[src/source/input_settings.svh]
`ifndef INPUT_SETTINGS_SVH
`define INPUT_SETTINGS_SVH

////////////////////////////////////////////////////////////////////////////
// Keyboard event format
////////////////////////////////////////////////////////////////////////////

// Width of one PS/2 scan code
`define KEY_CODE_W 8

// Event word: bit 10 toggles per event, bit 9 is pressed, 7..0 the code
`define PS2_EVENT_W 11

////////////////////////////////////////////////////////////////////////////
// Joystick ports
////////////////////////////////////////////////////////////////////////////

// Right, left, down, up, three buttons, start, coin, pause from bit 0 up
`define JOY_W 10

// Equal samples needed before a joystick word change is taken
`define DEBOUNCE_CYCLES 4

`endif
[src/source/input_pkg.sv]
`include "input_settings.svh"

package input_pkg;

  ////////////////////////////////////////////////////////////////////////////
  // Source state words
  ////////////////////////////////////////////////////////////////////////////

  // One bit per mapped key, set while the key is held
  // Up is the top bit, p the bottom bit
  typedef struct packed {
    logic up;
    logic down;
    logic left;
    logic right;
    logic ctrl;
    logic alt;
    logic space;
    logic num_1;
    logic num_2;
    logic num_5;
    logic num_6;
    logic num_9;
    logic num_0;
    logic a;
    logic s;
    logic q;
    logic r;
    logic f;
    logic d;
    logic g;
    logic p;
  } key_state_t;

  // Debounced port words, joystick_0 in the upper half
  typedef struct packed {
    logic [`JOY_W-1:0] joystick_0;
    logic [`JOY_W-1:0] joystick_1;
  } joy_state_t;

  ////////////////////////////////////////////////////////////////////////////
  // Merged controls
  ////////////////////////////////////////////////////////////////////////////

  typedef struct packed {
    logic up;
    logic down;
    logic left;
    logic right;
    logic button_1;
    logic button_2;
    logic button_3;
    logic start;
    logic coin;
    logic pause;
  } player_t;

  // Service keys, driven from the keyboard only
  typedef struct packed {
    logic service_1;
    logic service_2;
  } service_t;

endpackage

[src/source/state_if.sv]
`timescale 1ns/1ps

// Valid/ready link for one held state word
// The same link carries key states and joystick states
interface state_if #(
  parameter type payload_t = logic
) ();

  // Beat offered by the source
  logic     valid;
  // Sink can take the beat this cycle
  logic     ready;
  // Newest state word, held while waiting
  payload_t data;
  // A newer word replaced one that was still waiting
  logic     dropped;

  modport source (
    output valid,
    output data,
    output dropped,
    input  ready
  );

  modport sink (
    input  valid,
    input  data,
    input  dropped,
    output ready
  );

endinterface

[src/source/input_top.sv]
`timescale 1ns/1ps
`include "input_settings.svh"

module input_top (
  input  logic                    clk_sys,
  input  logic                    rst_n,
  input  logic [`PS2_EVENT_W-1:0] ps2_key,
  input  logic [`JOY_W-1:0]       joystick_0,
  input  logic [`JOY_W-1:0]       joystick_1,
  output logic                    ctrl_valid,
  input  logic                    ctrl_ready,
  output input_pkg::player_t      player_1,
  output input_pkg::player_t      player_2,
  output input_pkg::service_t     service,
  output logic                    overrun
);

  // Links from the two decoders into the merger
  state_if #(.payload_t(input_pkg::key_state_t)) key_link ();
  state_if #(.payload_t(input_pkg::joy_state_t)) joy_link ();

  key_decoder i_key_decoder (
    .clk_sys (clk_sys),
    .rst_n   (rst_n),
    .ps2_key (ps2_key),
    .key_out (key_link.source)
  );

  joystick_sampler i_joystick_sampler (
    .clk_sys    (clk_sys),
    .rst_n      (rst_n),
    .joystick_0 (joystick_0),
    .joystick_1 (joystick_1),
    .joy_out    (joy_link.source)
  );

  control_merger i_control_merger (
    .clk_sys    (clk_sys),
    .rst_n      (rst_n),
    .key_in     (key_link.sink),
    .joy_in     (joy_link.sink),
    .ctrl_valid (ctrl_valid),
    .ctrl_ready (ctrl_ready),
    .player_1   (player_1),
    .player_2   (player_2),
    .service    (service),
    .overrun    (overrun)
  );

endmodule

[src/source/control_merger.sv]
`timescale 1ns/1ps
`include "input_settings.svh"

module control_merger (
  input  logic                clk_sys,
  input  logic                rst_n,
  state_if.sink               key_in,
  state_if.sink               joy_in,
  output logic                ctrl_valid,
  input  logic                ctrl_ready,
  output input_pkg::player_t  player_1,
  output input_pkg::player_t  player_2,
  output input_pkg::service_t service,
  output logic                overrun
);

  // Last accepted source words
  input_pkg::key_state_t key_q;
  input_pkg::joy_state_t joy_q;

  // Newest source words taken straight from a beat on the accepting edge
  input_pkg::key_state_t key_now;
  input_pkg::joy_state_t joy_now;

  input_pkg::player_t  p1_keys;
  input_pkg::player_t  p2_keys;
  input_pkg::player_t  merged_p1;
  input_pkg::player_t  merged_p2;
  input_pkg::service_t merged_svc;
  logic                key_take;
  logic                joy_take;
  logic                snap_change;

  // Port bit order into player field order
  function automatic input_pkg::player_t joy_to_player(input logic [`JOY_W-1:0] j);
    input_pkg::player_t p;
    p.right    = j[0];
    p.left     = j[1];
    p.down     = j[2];
    p.up       = j[3];
    p.button_1 = j[4];
    p.button_2 = j[5];
    p.button_3 = j[6];
    p.start    = j[7];
    p.coin     = j[8];
    p.pause    = j[9];
    return p;
  endfunction

  // Never back-pressure the sources
  assign key_in.ready = 1'b1;
  assign joy_in.ready = 1'b1;

  assign key_take = key_in.valid && key_in.ready;
  assign joy_take = joy_in.valid && joy_in.ready;
  assign key_now  = key_take ? key_in.data : key_q;
  assign joy_now  = joy_take ? joy_in.data : joy_q;

  ////////////////////////////////////////////////////////////////////////////
  // Key to player mapping
  ////////////////////////////////////////////////////////////////////////////

  assign p1_keys = '{up: key_now.up, down: key_now.down, left: key_now.left,
                     right: key_now.right, button_1: key_now.ctrl,
                     button_2: key_now.alt, button_3: key_now.space,
                     start: key_now.num_1, coin: key_now.num_5, pause: key_now.p};

  // Player 2 pause has no key
  assign p2_keys = '{up: key_now.r, down: key_now.f, left: key_now.d,
                     right: key_now.g, button_1: key_now.a, button_2: key_now.s,
                     button_3: key_now.q, start: key_now.num_2,
                     coin: key_now.num_6, pause: 1'b0};

  assign merged_p1  = p1_keys | joy_to_player(joy_now.joystick_0);
  assign merged_p2  = p2_keys | joy_to_player(joy_now.joystick_1);
  assign merged_svc = '{service_1: key_now.num_9, service_2: key_now.num_0};

  assign snap_change = (key_take || joy_take) &&
                       ({merged_p1, merged_p2, merged_svc} != {player_1, player_2, service});

  ////////////////////////////////////////////////////////////////////////////
  // Offered snapshot
  ////////////////////////////////////////////////////////////////////////////

  always_ff @(posedge clk_sys) begin
    if (!rst_n) begin
      key_q      <= '0;
      joy_q      <= '0;
      player_1   <= '0;
      player_2   <= '0;
      service    <= '0;
      ctrl_valid <= 1'b0;
      overrun    <= 1'b0;
    end else begin
      if (key_take)
        key_q <= key_in.data;
      if (joy_take)
        joy_q <= joy_in.data;
      if (snap_change) begin
        player_1   <= merged_p1;
        player_2   <= merged_p2;
        service    <= merged_svc;
        ctrl_valid <= 1'b1;
      end else if (ctrl_valid && ctrl_ready) begin
        ctrl_valid <= 1'b0;
      end
      // Sticky flag set by a replaced snapshot or a word lost upstream
      if (snap_change && ctrl_valid && !ctrl_ready)
        overrun <= 1'b1;
      if ((key_take && key_in.dropped) || (joy_take && joy_in.dropped))
        overrun <= 1'b1;
    end
  end

  // A waiting snapshot stays offered and only moves when overrun marks it replaced
  a_snapshot_held : assert property (@(posedge clk_sys) disable iff (!rst_n)
    ctrl_valid && !ctrl_ready
    |=> ctrl_valid && (overrun || $stable({player_1, player_2, service})));

endmodule

[src/source/joystick_sampler.sv]
`timescale 1ns/1ps
`include "input_settings.svh"

module joystick_sampler (
  input  logic              clk_sys,
  input  logic              rst_n,
  input  logic [`JOY_W-1:0] joystick_0,
  input  logic [`JOY_W-1:0] joystick_1,
  state_if.source           joy_out
);

  localparam int DEB   = `DEBOUNCE_CYCLES;
  localparam int CNT_W = $clog2(DEB + 1);

  // Index 0 is joystick_0, index 1 is joystick_1
  logic [1:0][`JOY_W-1:0] port_in;
  logic [1:0][`JOY_W-1:0] sync_1;
  logic [1:0][`JOY_W-1:0] sync_2;
  logic [1:0][`JOY_W-1:0] prev_q;
  logic [1:0][`JOY_W-1:0] deb_q;
  logic [1:0][CNT_W-1:0]  cnt_q;
  logic [1:0][CNT_W-1:0]  stable_n;
  logic [1:0]             accept;

  assign port_in = {joystick_1, joystick_0};

  // Samples seen so far including this edge, restarted on any change
  always_comb begin
    for (int p = 0; p < 2; p++) begin
      if (sync_2[p] != prev_q[p])
        stable_n[p] = CNT_W'(1);
      else if (cnt_q[p] < CNT_W'(DEB))
        stable_n[p] = cnt_q[p] + 1'b1;
      else
        stable_n[p] = cnt_q[p];
      accept[p] = (stable_n[p] >= CNT_W'(DEB)) && (sync_2[p] != deb_q[p]);
    end
  end

  always_ff @(posedge clk_sys) begin
    if (!rst_n) begin
      sync_1          <= '0;
      sync_2          <= '0;
      prev_q          <= '0;
      deb_q           <= '0;
      cnt_q           <= '0;
      joy_out.valid   <= 1'b0;
      joy_out.dropped <= 1'b0;
    end else begin
      // Two flop synchroniser, then one stable count per port
      sync_1 <= port_in;
      sync_2 <= sync_1;
      prev_q <= sync_2;
      cnt_q  <= stable_n;
      for (int p = 0; p < 2; p++) begin
        if (accept[p])
          deb_q[p] <= sync_2[p];
      end
      if (|accept) begin
        joy_out.valid   <= 1'b1;
        joy_out.dropped <= joy_out.valid && !joy_out.ready;
      end else if (joy_out.valid && joy_out.ready) begin
        joy_out.valid   <= 1'b0;
        joy_out.dropped <= 1'b0;
      end
    end
  end

  assign joy_out.data = '{joystick_0: deb_q[0], joystick_1: deb_q[1]};

  // Waiting word only moves when it is marked as replaced
  a_data_held : assert property (@(posedge clk_sys) disable iff (!rst_n)
    joy_out.valid && !joy_out.ready && !joy_out.dropped
    |=> joy_out.dropped || $stable(joy_out.data));

endmodule

[src/source/key_decoder.sv]
`timescale 1ns/1ps
`include "input_settings.svh"

module key_decoder (
  input  logic                    clk_sys,
  input  logic                    rst_n,
  input  logic [`PS2_EVENT_W-1:0] ps2_key,
  state_if.source                 key_out
);

  // Event word fields
  logic                   toggle;
  logic                   pressed;
  logic [`KEY_CODE_W-1:0] code;

  // Previous toggle, a difference marks a new event
  logic toggle_q;

  input_pkg::key_state_t key_state_q;
  input_pkg::key_state_t key_mask;
  input_pkg::key_state_t key_next;
  logic                  new_event;
  logic                  update;

  assign toggle  = ps2_key[`PS2_EVENT_W-1];
  assign pressed = ps2_key[`PS2_EVENT_W-2];
  assign code    = ps2_key[`KEY_CODE_W-1:0];

  assign new_event = (toggle != toggle_q);

  ////////////////////////////////////////////////////////////////////////////
  // Scan code map
  ////////////////////////////////////////////////////////////////////////////

  // One-hot mask of the key, all zero for an unmapped code
  function automatic input_pkg::key_state_t map_code(input logic [`KEY_CODE_W-1:0] c);
    input_pkg::key_state_t m;
    m = '0;
    case (c)
      8'h75: m.up    = 1'b1;
      8'h72: m.down  = 1'b1;
      8'h6b: m.left  = 1'b1;
      8'h74: m.right = 1'b1;
      8'h14: m.ctrl  = 1'b1;
      8'h11: m.alt   = 1'b1;
      8'h29: m.space = 1'b1;
      8'h16: m.num_1 = 1'b1;
      8'h1e: m.num_2 = 1'b1;
      8'h2e: m.num_5 = 1'b1;
      8'h36: m.num_6 = 1'b1;
      8'h46: m.num_9 = 1'b1;
      8'h45: m.num_0 = 1'b1;
      8'h1c: m.a     = 1'b1;
      8'h1b: m.s     = 1'b1;
      8'h15: m.q     = 1'b1;
      8'h2d: m.r     = 1'b1;
      8'h2b: m.f     = 1'b1;
      8'h23: m.d     = 1'b1;
      8'h34: m.g     = 1'b1;
      8'h4d: m.p     = 1'b1;
      default: m = '0;
    endcase
    return m;
  endfunction

  assign key_mask = map_code(code);
  assign key_next = pressed ? (key_state_q | key_mask) : (key_state_q & ~key_mask);

  // Only a real change of a mapped key becomes a beat
  assign update = new_event && (key_next != key_state_q);

  ////////////////////////////////////////////////////////////////////////////
  // State register and source handshake
  ////////////////////////////////////////////////////////////////////////////

  always_ff @(posedge clk_sys) begin
    if (!rst_n) begin
      toggle_q        <= 1'b0;
      key_state_q     <= '0;
      key_out.valid   <= 1'b0;
      key_out.dropped <= 1'b0;
    end else begin
      toggle_q <= toggle;
      if (update) begin
        key_state_q   <= key_next;
        key_out.valid <= 1'b1;
        // Waiting word is overwritten by the newer one
        key_out.dropped <= key_out.valid && !key_out.ready;
      end else if (key_out.valid && key_out.ready) begin
        key_out.valid   <= 1'b0;
        key_out.dropped <= 1'b0;
      end
    end
  end

  assign key_out.data = key_state_q;

  // A waiting beat is never withdrawn
  a_valid_held : assert property (@(posedge clk_sys) disable iff (!rst_n)
    key_out.valid && !key_out.ready |=> key_out.valid);

endmodule

[config.mk]
export PLATFORM = sky130hd
export DESIGN_NAME = input_top
export DESIGN_NICKNAME = d
export VERILOG_FILES = /design/src/source/input_pkg.sv /design/src/source/state_if.sv /design/src/source/input_top.sv /design/src/source/control_merger.sv /design/src/source/joystick_sampler.sv /design/src/source/key_decoder.sv
export VERILOG_INCLUDE_DIRS = /design/src /design/src/source
export SDC_FILE = /design/constraint.sdc
export NUM_CORES = 1
export LEC_CHECK = 0
export ABC_AREA = 1
export BUFFER_PORTS_ARGS = -buffer_cell sky130_fd_sc_hd__buf_4
export CAP_MARGIN = 10
export CORE_ASPECT_RATIO = 1.4
export CORE_UTILIZATION = 35
export DETAILED_ROUTE_END_ITERATION = 12
export PLACE_DENSITY_LB_ADDON = 0.15
export SKIP_LAST_GASP = 1
export SLEW_MARGIN = 0
export SYNTH_ARGS = -nofsm -noshare
export SYNTH_HDL_FRONTEND = slang
export SYNTH_SLANG_ARGS = --single-unit
[constraint.sdc]
create_clock -name clk_sys -period 2.1 [get_ports clk_sys]
set_input_delay 0.105 -clock clk_sys [delete_from_list [all_inputs] [get_ports clk_sys]]
set_output_delay 0.105 -clock clk_sys [all_outputs]
set_load 0.01 [all_outputs]
==> results of run 1 <==
-- layout by cell type, fill, tap and decap left out, drive strengths merged --
cell,netlist,final
nor3b,1,1
a211oi,1,1
o31ai,2,2
nor2,209,209
clkinvlp,0,5
dfxtp,175,175
buf,24,93
o21ai,75,75
nor4b,1,1
o21a,1,1
nor3,1,1
bufinv,0,1
mux2i,1,1
a31oi,10,10
or2,5,5
ha,2,2
nor4,6,6
clkinv,1,6
o21bai,2,2
xnor2,15,15
and2,3,3
nand2,293,293
inv,183,186
dlygate4sd3,0,22
nand4,28,28
a21oi,72,72
clkbuf,32,20
xor2,13,13
nand3,74,74
-- cells by family after synthesis --
family          Yosys count  share of synthesized area (%)
xor+xnor                 28                          2.998
compound gates          163                          10.35
flops                   175                          42.83
fa+ha+maj                 2                         0.3059
simple gates            621                          31.37
buf+inv                 240                          12.02
mux                       1                         0.1224
-- cell type report --
class	count	area, um^2	area share [%]
repair buffers	117	1085	10.84
flip-flops and latches	175	3512	35.10
inverters	184	690.7	6.902
well taps	301	376.6	3.763
clock inverters	14	133.9	1.338
clock buffers	18	439.2	4.389
multi-input cells	815	3770	37.67
-- power by group through the flow --
stage	registers, W	logic, W	clock network (W)
finish	0.00345	0.000923	0.00307
floorplan	0.00352	0.000565	0
CTS	0.00345	0.000906	0.00317
detailed placement	0.00353	0.000872	0
global route	0.00346	0.00103	0.00330
global placement	0.00353	0.000865	0
-- per-layer routing --
metal  up-vias  global-route usage [%]  share of wire (%)
li1       3978                       -                  -
met1      3262                   18.04                 42
met2       123                   31.68                 52
met3        25                   3.787                3.8
met4         0                   6.776                2.1
met5         -                       0                  0
-- through the flow --
step	worst slack, ns	instances	util, %
2_1_floorplan	0.3189	1230	-
3_3_place_gp	0.03938	1565	39.73
3_5_place_dp	0.008220	1565	39.73
4_1_cts	0.01063	1619	43.23
5_1_grt	-0.06625	1624	43.95
6_report	0.1455	1624	43.95
-- worst max-delay path: stages, from the launching register on --
cell,delay [ns]
dfxtp_4,0.43
buf_12,0.16
nand2_1,0.06
o21ai_1,0.12
nand2_1,0.12
nand2_1,0.07
o21ai_1,0.06
nor2_1,0.11
nand2_2,0.11
nor2_4,0.11
nand3_4,0.12
buf_12,0.18
a21oi_1,0.13
nor2_1,0.06
-- final timing paths --
path / slack (ns) / to / cells past startpoint / from
setup / recovery: 0.15 / i_control_merger.player_1[1]$_SDFFE_PN0P_ / 13 / i_key_decoder.key_out.valid$_SDFF_PN0_
hold / removal: 0.03 / i_joystick_sampler.prev_q[13]$_SDFF_PN0_ / 3 / rst_n
setup reg to reg: 0.15 / i_control_merger.player_1[1]$_SDFFE_PN0P_ / 13 / i_key_decoder.key_out.valid$_SDFF_PN0_
hold reg to reg: 0.41 / i_joystick_sampler.sync_2[19]$_SDFF_PN0_ / 2 / i_joystick_sampler.sync_1[19]$_SDFF_PN0_
-- sequential cells by signal (all words and copies together) (netlist names) --
name	count
i_control_merger.ctrl_valid	1
i_key_decoder.key_out.data	21
i_control_merger.joy_q	20
i_control_merger.player_2	10
i_key_decoder.key_out.valid	1
i_control_merger.player_1	10
i_joystick_sampler.prev_q	20
i_control_merger.service	2
i_control_merger.key_q	21
i_joystick_sampler.joy_out.data	20
i_joystick_sampler.cnt_q	6
i_key_decoder.toggle_q	1
i_joystick_sampler.sync_2	20
i_control_merger.overrun	1
i_joystick_sampler.joy_out.valid	1
i_joystick_sampler.sync_1	20
-- timing repair --
item	4_1_cts	5_1_grt
pin swaps	0	9
gates resized for setup	1	36
hold buffers	22	0
buffers inserted	0	3
setup endpoints to repair	5	33
cloned	0	2
hold endpoints to repair	23	0
==> impl_metrics.py, run 1 <==
metrics = {
    "clock_network": {
        "clkTransAtPathRegs_ns": 0.07,
        "cts-buffers-inserted": 17,
        "clock_path_buffers": 2,
        "insertion_delay_ns": 0.44,
        "cts_tree": "yes",
        "cts-htree-levels": 4,
        "cts_root_buf": "clkbuf_16",
        "clock-sinks": 175,
    },
    "routing": {
        "via_per_inst": 4.549,
        "drt-pass1-iter-count": 5,
        "ant_nets": 0,
        "drtIter0Drc": 274,
        "wl_per_cell_um": 12.12,
        "wirelength_mm": 19.68,
        "vias": 7388,
        "drc": 0,
    },
    "cells_and_area": {
        "n_fill_cell": 2445,
        "fin_nets": 1346,
        "drive_above_1_share_pct": 12.32,
        "syn2layout_area_growth_pct": 22.33,
        "antenna_cells": 0,
        "stdcell_area_um2": 10010,
    },
    "power_and_ir_drop": {
        "p_leak_nw": 4.640,
        "power_density_nw_per_um2": 743.9,
        "peakVddDrop_v": 0.0005582,
        "pwr-share-clk_pct": 41.3,
        "p_total_w": 0.007444,
        "switching_share_pct": 26.65,
        "pwr-share-comb_pct": 12.4,
        "seqPwrFrac_pct": 46.3,
        "p_int_w": 0.005460,
        "p_switching_w": 0.001984,
    },
    "logic_synthesis": {
        "synthesis.area_um2": 8180,
        "synth_top_area_share_pct": 42.83,
        "synth.most_common_cell": "nand2_1",
        "seq_area_frac_synth_pct": 42.83,
        "synthArstFlopShare_pct": 0,
        "syn_nets": 1266,
        "synth_commonest_cells": "nand2_1 (293), nor2_1 (205), inv_1 (182)",
        "synth_seq_cells": 175,
        "yosysWarningCount": 0,
        "synth_edf_count": 0,
        "syn_avg_cell_area_um2": 6.651,
        "ys.flop_type": "dfxtp_1",
        "syn-instance-count": 1230,
        "synth_area_leaders": "dfxtp_1 (43%), nand2_1 (13%), nor2_1 (9.4%), inv_1 (8.4%), a21oi_1 (4.4%)",
        "synth_cell_types": 35,
        "synth_top_cell_by_area": "dfxtp_1",
    },
    "global_route": {
        "overflow": 0,
        "grt_pass1_vias": 6641,
        "grt_max_degree": 50,
        "grt_usage_pct": 16.84,
        "grt_first_pass_wirelength_mm": 31.75,
        "grt_antenna_before_repair": 0,
    },
    "min_path": {
        "holdCritPathClass": "in2reg",
    },
    "placed_design": {
        "io_buffers": 56,
        "gp_congestion": 0.8863,
        "dpl_cell_area_um2": 9047,
        "dp_hpwl_mm": 13.93,
    },
    "sta": {
        "worst_pin_slew_ns": 0.8983,
        "period_share_pct": 93.07,
        "max_clock_freq_ghz": 0.5116,
        "hold_viol": 0,
        "final-setup-viol-count": 0,
        "fin_tns_setup_ns": 0,
        "slew_violations": 0,
        "rsz0062_at_grt": "true",
        "fin_skew_ns": 0.006660,
        "holdWs_ns": 0.03483,
        "slew_headroom_pct": 40.12,
        "period_needed_ns": 1.954,
    },
    "die": {
        "ios": 58,
        "coreArea_um2": 22770,
        "die_w_um": 131.2,
        "initial_utilization_pct": 35.92,
        "rows": 65,
        "die-area_um2": 24000,
        "die_h_um": 182.9,
    },
    "critical_path": {
        "critPathArrivalTime_ns": 2.29,
        "cp-start-kind": "register",
        "end_kind": "register",
        "critPathKind": "reg2reg",
        "crit_path_max_fanout": 18,
        "cp.required_ns": 2.43,
    },
    "run": {
        "cap_viol_max_count": 0,
    },
    "status": {
        "outcome": "complete, no violations",
    },
}
(Power assumes the default switching activity.)
==> inputs of run 2 (changes only) <==
clock period = 1.6 ns   (was 2.1 ns; I/O delays follow)
==> impl_metrics.py, run 2 (synthesis results as in run 1) <==
metrics = {
    "status": {
        "outcome": "finished, violations left",
        "violations": "setup timing",
    },
    "power_and_ir_drop": {
        "power_density_nw_per_um2": 849.6,
        "peakVddDrop_v": 0.0007531,
        "pwr-share-clk_pct": 41.4,
        "p_switching_w": 0.002610,
        "p_leak_nw": 5.813,
        "seqPwrFrac_pct": 43.6,
        "switching_share_pct": 25.18,
        "pwr-share-comb_pct": 15.0,
        "p_int_w": 0.007755,
    },
    "critical_path": {
        "r2r-start": "i_joystick_sampler.joy_out.valid$_SDFF_PN0_",
        "r2r_slack_ns": -0.36,
        "cp.required_ns": 1.93,
        "critPathKind": "reg2reg",
        "reg2reg_to": "i_control_merger.player_2[9]$_SDFFE_PN0P_",
        "crit_path_max_fanout": 22,
        "critPathArrivalTime_ns": 2.29,
        "end_kind": "register",
        "reg2reg_depth": 14,
        "cp-start-kind": "register",
    },
    "cells_and_area": {
        "fin_nets": 1534,
        "postLayoutCoreUtil_pct": 53.58,
        "antenna_cells": 0,
        "layout_common_cells": "nand2_1 (284), buf_4 (246), nor2_1 (182)",
        "syn2layout_area_growth_pct": 49.14,
        "final_common_cell": "nand2_1",
        "drive_above_1_share_pct": 30.88,
    },
    "clock_network": {
        "cts-buffers-inserted": 17,
        "clkTransAtPathRegs_ns": 0.06,
        "clock-sinks": 175,
        "cts-htree-levels": 4,
        "insertion_delay_ns": 0.43,
        "cts_root_buf": "clkbuf_16",
        "cts_tree": "yes",
        "clock_path_buffers": 2,
    },
    "die": {
        "coreArea_um2": 22770,
        "ios": 58,
        "initial_utilization_pct": 35.92,
        "die_w_um": 131.2,
        "die_h_um": 182.9,
        "die-area_um2": 24000,
        "rows": 65,
    },
    "sta": {
        "holdWs_ns": 0.03722,
        "rsz0062_at_grt": "true",
        "final-setup-viol-count": 60,
        "fin_tns_setup_ns": -13.03,
        "hold_viol": 0,
        "fin_skew_ns": 0.009184,
        "max_clock_freq_ghz": 0.5103,
        "slew_headroom_pct": 77.53,
        "slew_violations": 0,
        "period_share_pct": 122.5,
        "worst_pin_slew_ns": 0.3370,
        "period_needed_ns": 1.960,
        "fin_ws_ns": -0.3597,
    },
    "routing": {
        "ant_nets": 0,
        "via_per_inst": 4.540,
        "wirelength_mm": 22.34,
        "drtIter0Drc": 344,
        "wl_per_cell_um": 12.34,
        "drc": 0,
        "drt-pass1-iter-count": 7,
        "vias": 8218,
    },
    "placed_design": {
        "pre_cts_slack_ns": -0.4203,
        "dp_hpwl_mm": 15.24,
        "gp_congestion": 0.8926,
        "io_buffers": 56,
    },
    "global_route": {
        "grt_max_degree": 44,
        "grt_antenna_before_repair": 0,
        "overflow": 0,
        "grt_pass1_vias": 7678,
        "grt_usage_pct": 18.61,
        "grt_first_pass_wirelength_mm": 35.80,
    },
    "min_path": {
        "holdCritPathClass": "in2reg",
        "holdCritStartpoint": "rst_n",
        "min_to": "i_joystick_sampler.sync_1[1]$_SDFF_PN0_",
        "hold_depth": 3,
    },
    "run": {
        "cap_viol_max_count": 0,
    },
}
run 2: cell count changes in the layout (fill, tap and decap cells not counted), moves of 9 or more:
| cell | delta |
|---|---|
| o21ai_1 | +9 |
| nor2_1 | -22 |
| a21oi_2 | +31 |
| dfxtp_1 | -18 |
| buf_4 | +163 |
| nand3_2 | +13 |
| a21oi_1 | -36 |
| o21ai_0 | -15 |
| buf_6 | +11 |
| nor2_2 | +17 |
| nand3_1 | -14 |
| dfxtp_2 | +19 |
run 2: area by class of cell:
type	count	area (um^2)
clock buffer	19	432.9
clock inverter	11	167.7
fill	2239	10570
inverter	184	690.7
multi-input combinational	815	4258
sequential	175	3532
tap	301	376.6
timing repair buffer	305	2743
run 2: power groups by stage:
stage / logic (W) / registers [W] / clock network, W
final: 0.00155 / 0.00452 / 0.00429
after global routing: 0.00171 / 0.00453 / 0.00462
after CTS: 0.00145 / 0.00452 / 0.00441
after detailed placement: 0.00133 / 0.00461 / 0
after global placement: 0.00131 / 0.00461 / 0
after floorplan: 0.000831 / 0.00462 / 0
run 2: repair_timing:
action / CTS / global route
hold endpoints to repair: 23 / 0
setup endpoints to repair: 66 / 68
pin swaps: 28 / 43
gates resized for setup: 81 / 101
hold buffers: 22 / 0
setup buffers: 6 / 6
cloned: 4 / 4
run 2: layer usage:
layer  part of all wire (%)  global-route usage, %
met1                     42                  19.91
met3                    2.5                  3.123
met5                      0                      0
met2                     53                  35.53
met4                    3.3                  8.282
run 2: critical path, stage by stage, from the launching register on:
cell,delay [ns]
dfxtp_2,0.39
buf_12,0.16
buf_4,0.12
nand2_1,0.05
o21ai_1,0.14
nor2_1,0.09
nand2_1,0.06
nand2_1,0.06
nor2_1,0.11
nand2_1,0.07
nor2_2,0.12
nand3_4,0.11
buf_12,0.17
a21oi_1,0.12
nor2_1,0.05
run 2: how the worst max path moves through the flow:
stage / from / to / slack, ns
2_1_floorplan: i_key_decoder.key_out.valid$_SDFF_PN0_ / i_control_merger.ctrl_valid$_SDFFE_PN0P_ / -0.14
3_3_place_gp: i_key_decoder.key_out.valid$_SDFF_PN0_ / i_control_merger.player_1[9]$_SDFFE_PN0P_ / -0.41
3_5_place_dp: i_key_decoder.key_out.valid$_SDFF_PN0_ / i_control_merger.player_2[7]$_SDFFE_PN0P_ / -0.42
4_1_cts: i_key_decoder.key_out.valid$_SDFF_PN0_ / i_control_merger.player_2[7]$_SDFFE_PN0P_ / -0.39
5_1_grt: i_joystick_sampler.joy_out.valid$_SDFF_PN0_ / i_control_merger.player_2[9]$_SDFFE_PN0P_ / -0.57
6_report: i_joystick_sampler.joy_out.valid$_SDFF_PN0_ / i_control_merger.player_2[9]$_SDFFE_PN0P_ / -0.36
run 2: stage by stage:
step	power (W)	cells	area (um^2)
detailed placement	0.005940	1739	10520
global route	0.01086	1810	12200
finish	0.01037	1810	12200
CTS	0.01038	1800	11700
global placement	0.005924	1739	10520
floorplan	0.005447	1230	8273
==> inputs of run 3 (changes only) <==
CELL_PAD_IN_SITES_DETAIL_PLACEMENT = 1   (was not set)
CELL_PAD_IN_SITES_GLOBAL_PLACEMENT = 1   (was not set)
==> impl_metrics.py, run 3 (synthesis results as in run 1) <==
metrics = {
    "status": {
        "outcome": "finished, violations left",
        "violations": "setup timing",
    },
    "clock_network": {
        "clkTransAtPathRegs_ns": 0.07,
        "clock_path_buffers": 2,
        "cts-htree-levels": 4,
        "cts-buffers-inserted": 17,
        "clock-sinks": 175,
        "cts_tree": "yes",
        "insertion_delay_ns": 0.44,
        "cts_root_buf": "clkbuf_16",
    },
    "die": {
        "die_h_um": 182.9,
        "ios": 58,
        "die_w_um": 131.2,
        "initial_utilization_pct": 35.92,
        "coreArea_um2": 22770,
        "die-area_um2": 24000,
        "rows": 65,
    },
    "sta": {
        "period_share_pct": 133.9,
        "slew_headroom_pct": 66.26,
        "worst_pin_slew_ns": 0.5062,
        "period_needed_ns": 2.143,
        "fin_tns_setup_ns": -17.81,
        "hold_viol": 0,
        "final-setup-viol-count": 68,
        "holdWs_ns": 0.2410,
        "fin_skew_ns": 0.006899,
        "slew_violations": 0,
        "max_clock_freq_ghz": 0.4667,
        "rsz0062_at_grt": "true",
        "fin_ws_ns": -0.5425,
    },
    "critical_path": {
        "critPathKind": "reg2reg",
        "cp-start-kind": "register",
        "r2r-start": "i_joystick_sampler.joy_out.valid$_SDFF_PN0_",
        "cp-startpoint": "i_joystick_sampler.joy_out.valid$_SDFF_PN0_",
        "crit_path_max_fanout": 16,
        "critPathArrivalTime_ns": 2.47,
        "end_kind": "register",
        "cp.required_ns": 1.93,
    },
    "cells_and_area": {
        "syn2layout_area_growth_pct": 53.20,
        "final_common_cell": "nand2_1",
        "drive_above_1_share_pct": 34.86,
        "antenna_cells": 0,
        "fin_nets": 1552,
        "layout_common_cells": "nand2_1 (272), buf_4 (254), nor2_1 (183)",
    },
    "placed_design": {
        "gp_congestion": 0.8253,
        "pre_cts_slack_ns": -0.6232,
        "dp_hpwl_mm": 18.29,
        "io_buffers": 56,
    },
    "routing": {
        "drc": 0,
        "vias": 8769,
        "via_per_inst": 4.792,
        "drt-pass1-iter-count": 4,
        "ant_nets": 0,
        "wl_per_cell_um": 15.33,
        "drtIter0Drc": 287,
        "wirelength_mm": 28.06,
    },
    "min_path": {
        "holdCritStartpoint": "ps2_key[9]",
        "holdCritPathClass": "in2reg",
    },
    "power_and_ir_drop": {
        "p_leak_nw": 5.938,
        "peakVddDrop_v": 0.0008465,
        "power_density_nw_per_um2": 839.3,
    },
    "global_route": {
        "grt_usage_pct": 22.68,
        "grt_pass1_vias": 8997,
        "overflow": 0,
        "grt_first_pass_wirelength_mm": 43.19,
        "grt_max_degree": 62,
        "grt_antenna_before_repair": 0,
    },
    "run": {
        "cap_viol_max_count": 0,
    },
}
## run 3: cell count changes in the layout (fill, tap and decap cells not counted), sizes merged
cell / change
buf: +16
inv: +10
bufinv: -3
clkinv: -2
clkbuf: -1
clkinvlp: -1
dlygate4sd3: +1
## run 3: worst paths after layout
path	to	slack [ns]	depth (start not counted)
max	i_control_merger.player_2[8]$_SDFFE_PN0P_	-0.54	15
min	i_key_decoder.key_out.data[18]$_SDFFE_PN0P_	0.24	6
max reg2reg	i_control_merger.player_2[8]$_SDFFE_PN0P_	-0.54	15
min reg2reg	i_joystick_sampler.sync_2[19]$_SDFF_PN0_	0.41	2
## run 3: per-stage QoR
step | power [W] | instances | util (%) | area, um^2
after floorplan | 0.005447 | 1230 | - | 8273
after global placement | 0.005941 | 1748 | 46.32 | 10550
after detailed placement | 0.005987 | 1748 | 46.32 | 10550
after CTS | 0.01026 | 1817 | 51.78 | 11790
after global routing | 0.01097 | 1830 | 55.03 | 12530
final | 0.01052 | 1830 | 55.03 | 12530
## run 3: per-layer routing
metal / share of wire, % / track usage (%)
met4: 4.0 / 11.01
met5: 0 / 0
met2: 57 / 46.13
met1: 38 / 22.22
met3: 1.6 / 2.875
## run 3: layout make-up
cell class                      instances  area, um^2
Clock inverter                         15       147.6
Inverter                              184       693.2
Fill cell                            2864       10240
Sequential cell                       175        3545
Clock buffer                           17       425.4
Timing Repair Buffer                  323        2882
Tap cell                              301       376.6
Multi-Input combinational cell        815        4463
## run 3: timing repair
item,in CTS,in global routing
pin swaps,31,59
resized for setup,96,164
setup endpoints to repair,67,68
hold buffers,23,0
buffers inserted,10,16
endpoints found under the hold margin,25,0
gates cloned,4,6
## run 3: power breakdown
part           total [W]  internal (W)  leakage [nW]  switching [W]
combinational    0.00189      0.000852          4.22        0.00104
clock            0.00410       0.00220         0.281        0.00191
sequential       0.00452       0.00445          1.43      0.0000665
total             0.0105       0.00750          5.94        0.00302
## run 3: worst max-delay path, stage by stage (launching register included)
cell and delay [ns]:
dfxtp_4 0.37, clkbuf_16 0.16, clkbuf_16 0.16, nand2_1 0.09, o21ai_2 0.07, nand2_1 0.08, inv_1 0.05, nand2_1 0.05
nand2_1 0.06, nor2_2 0.12, nand2_1 0.09, nor2_2 0.13, nand3_4 0.18, buf_12 0.21, a21oi_1 0.14, nor2_1 0.07
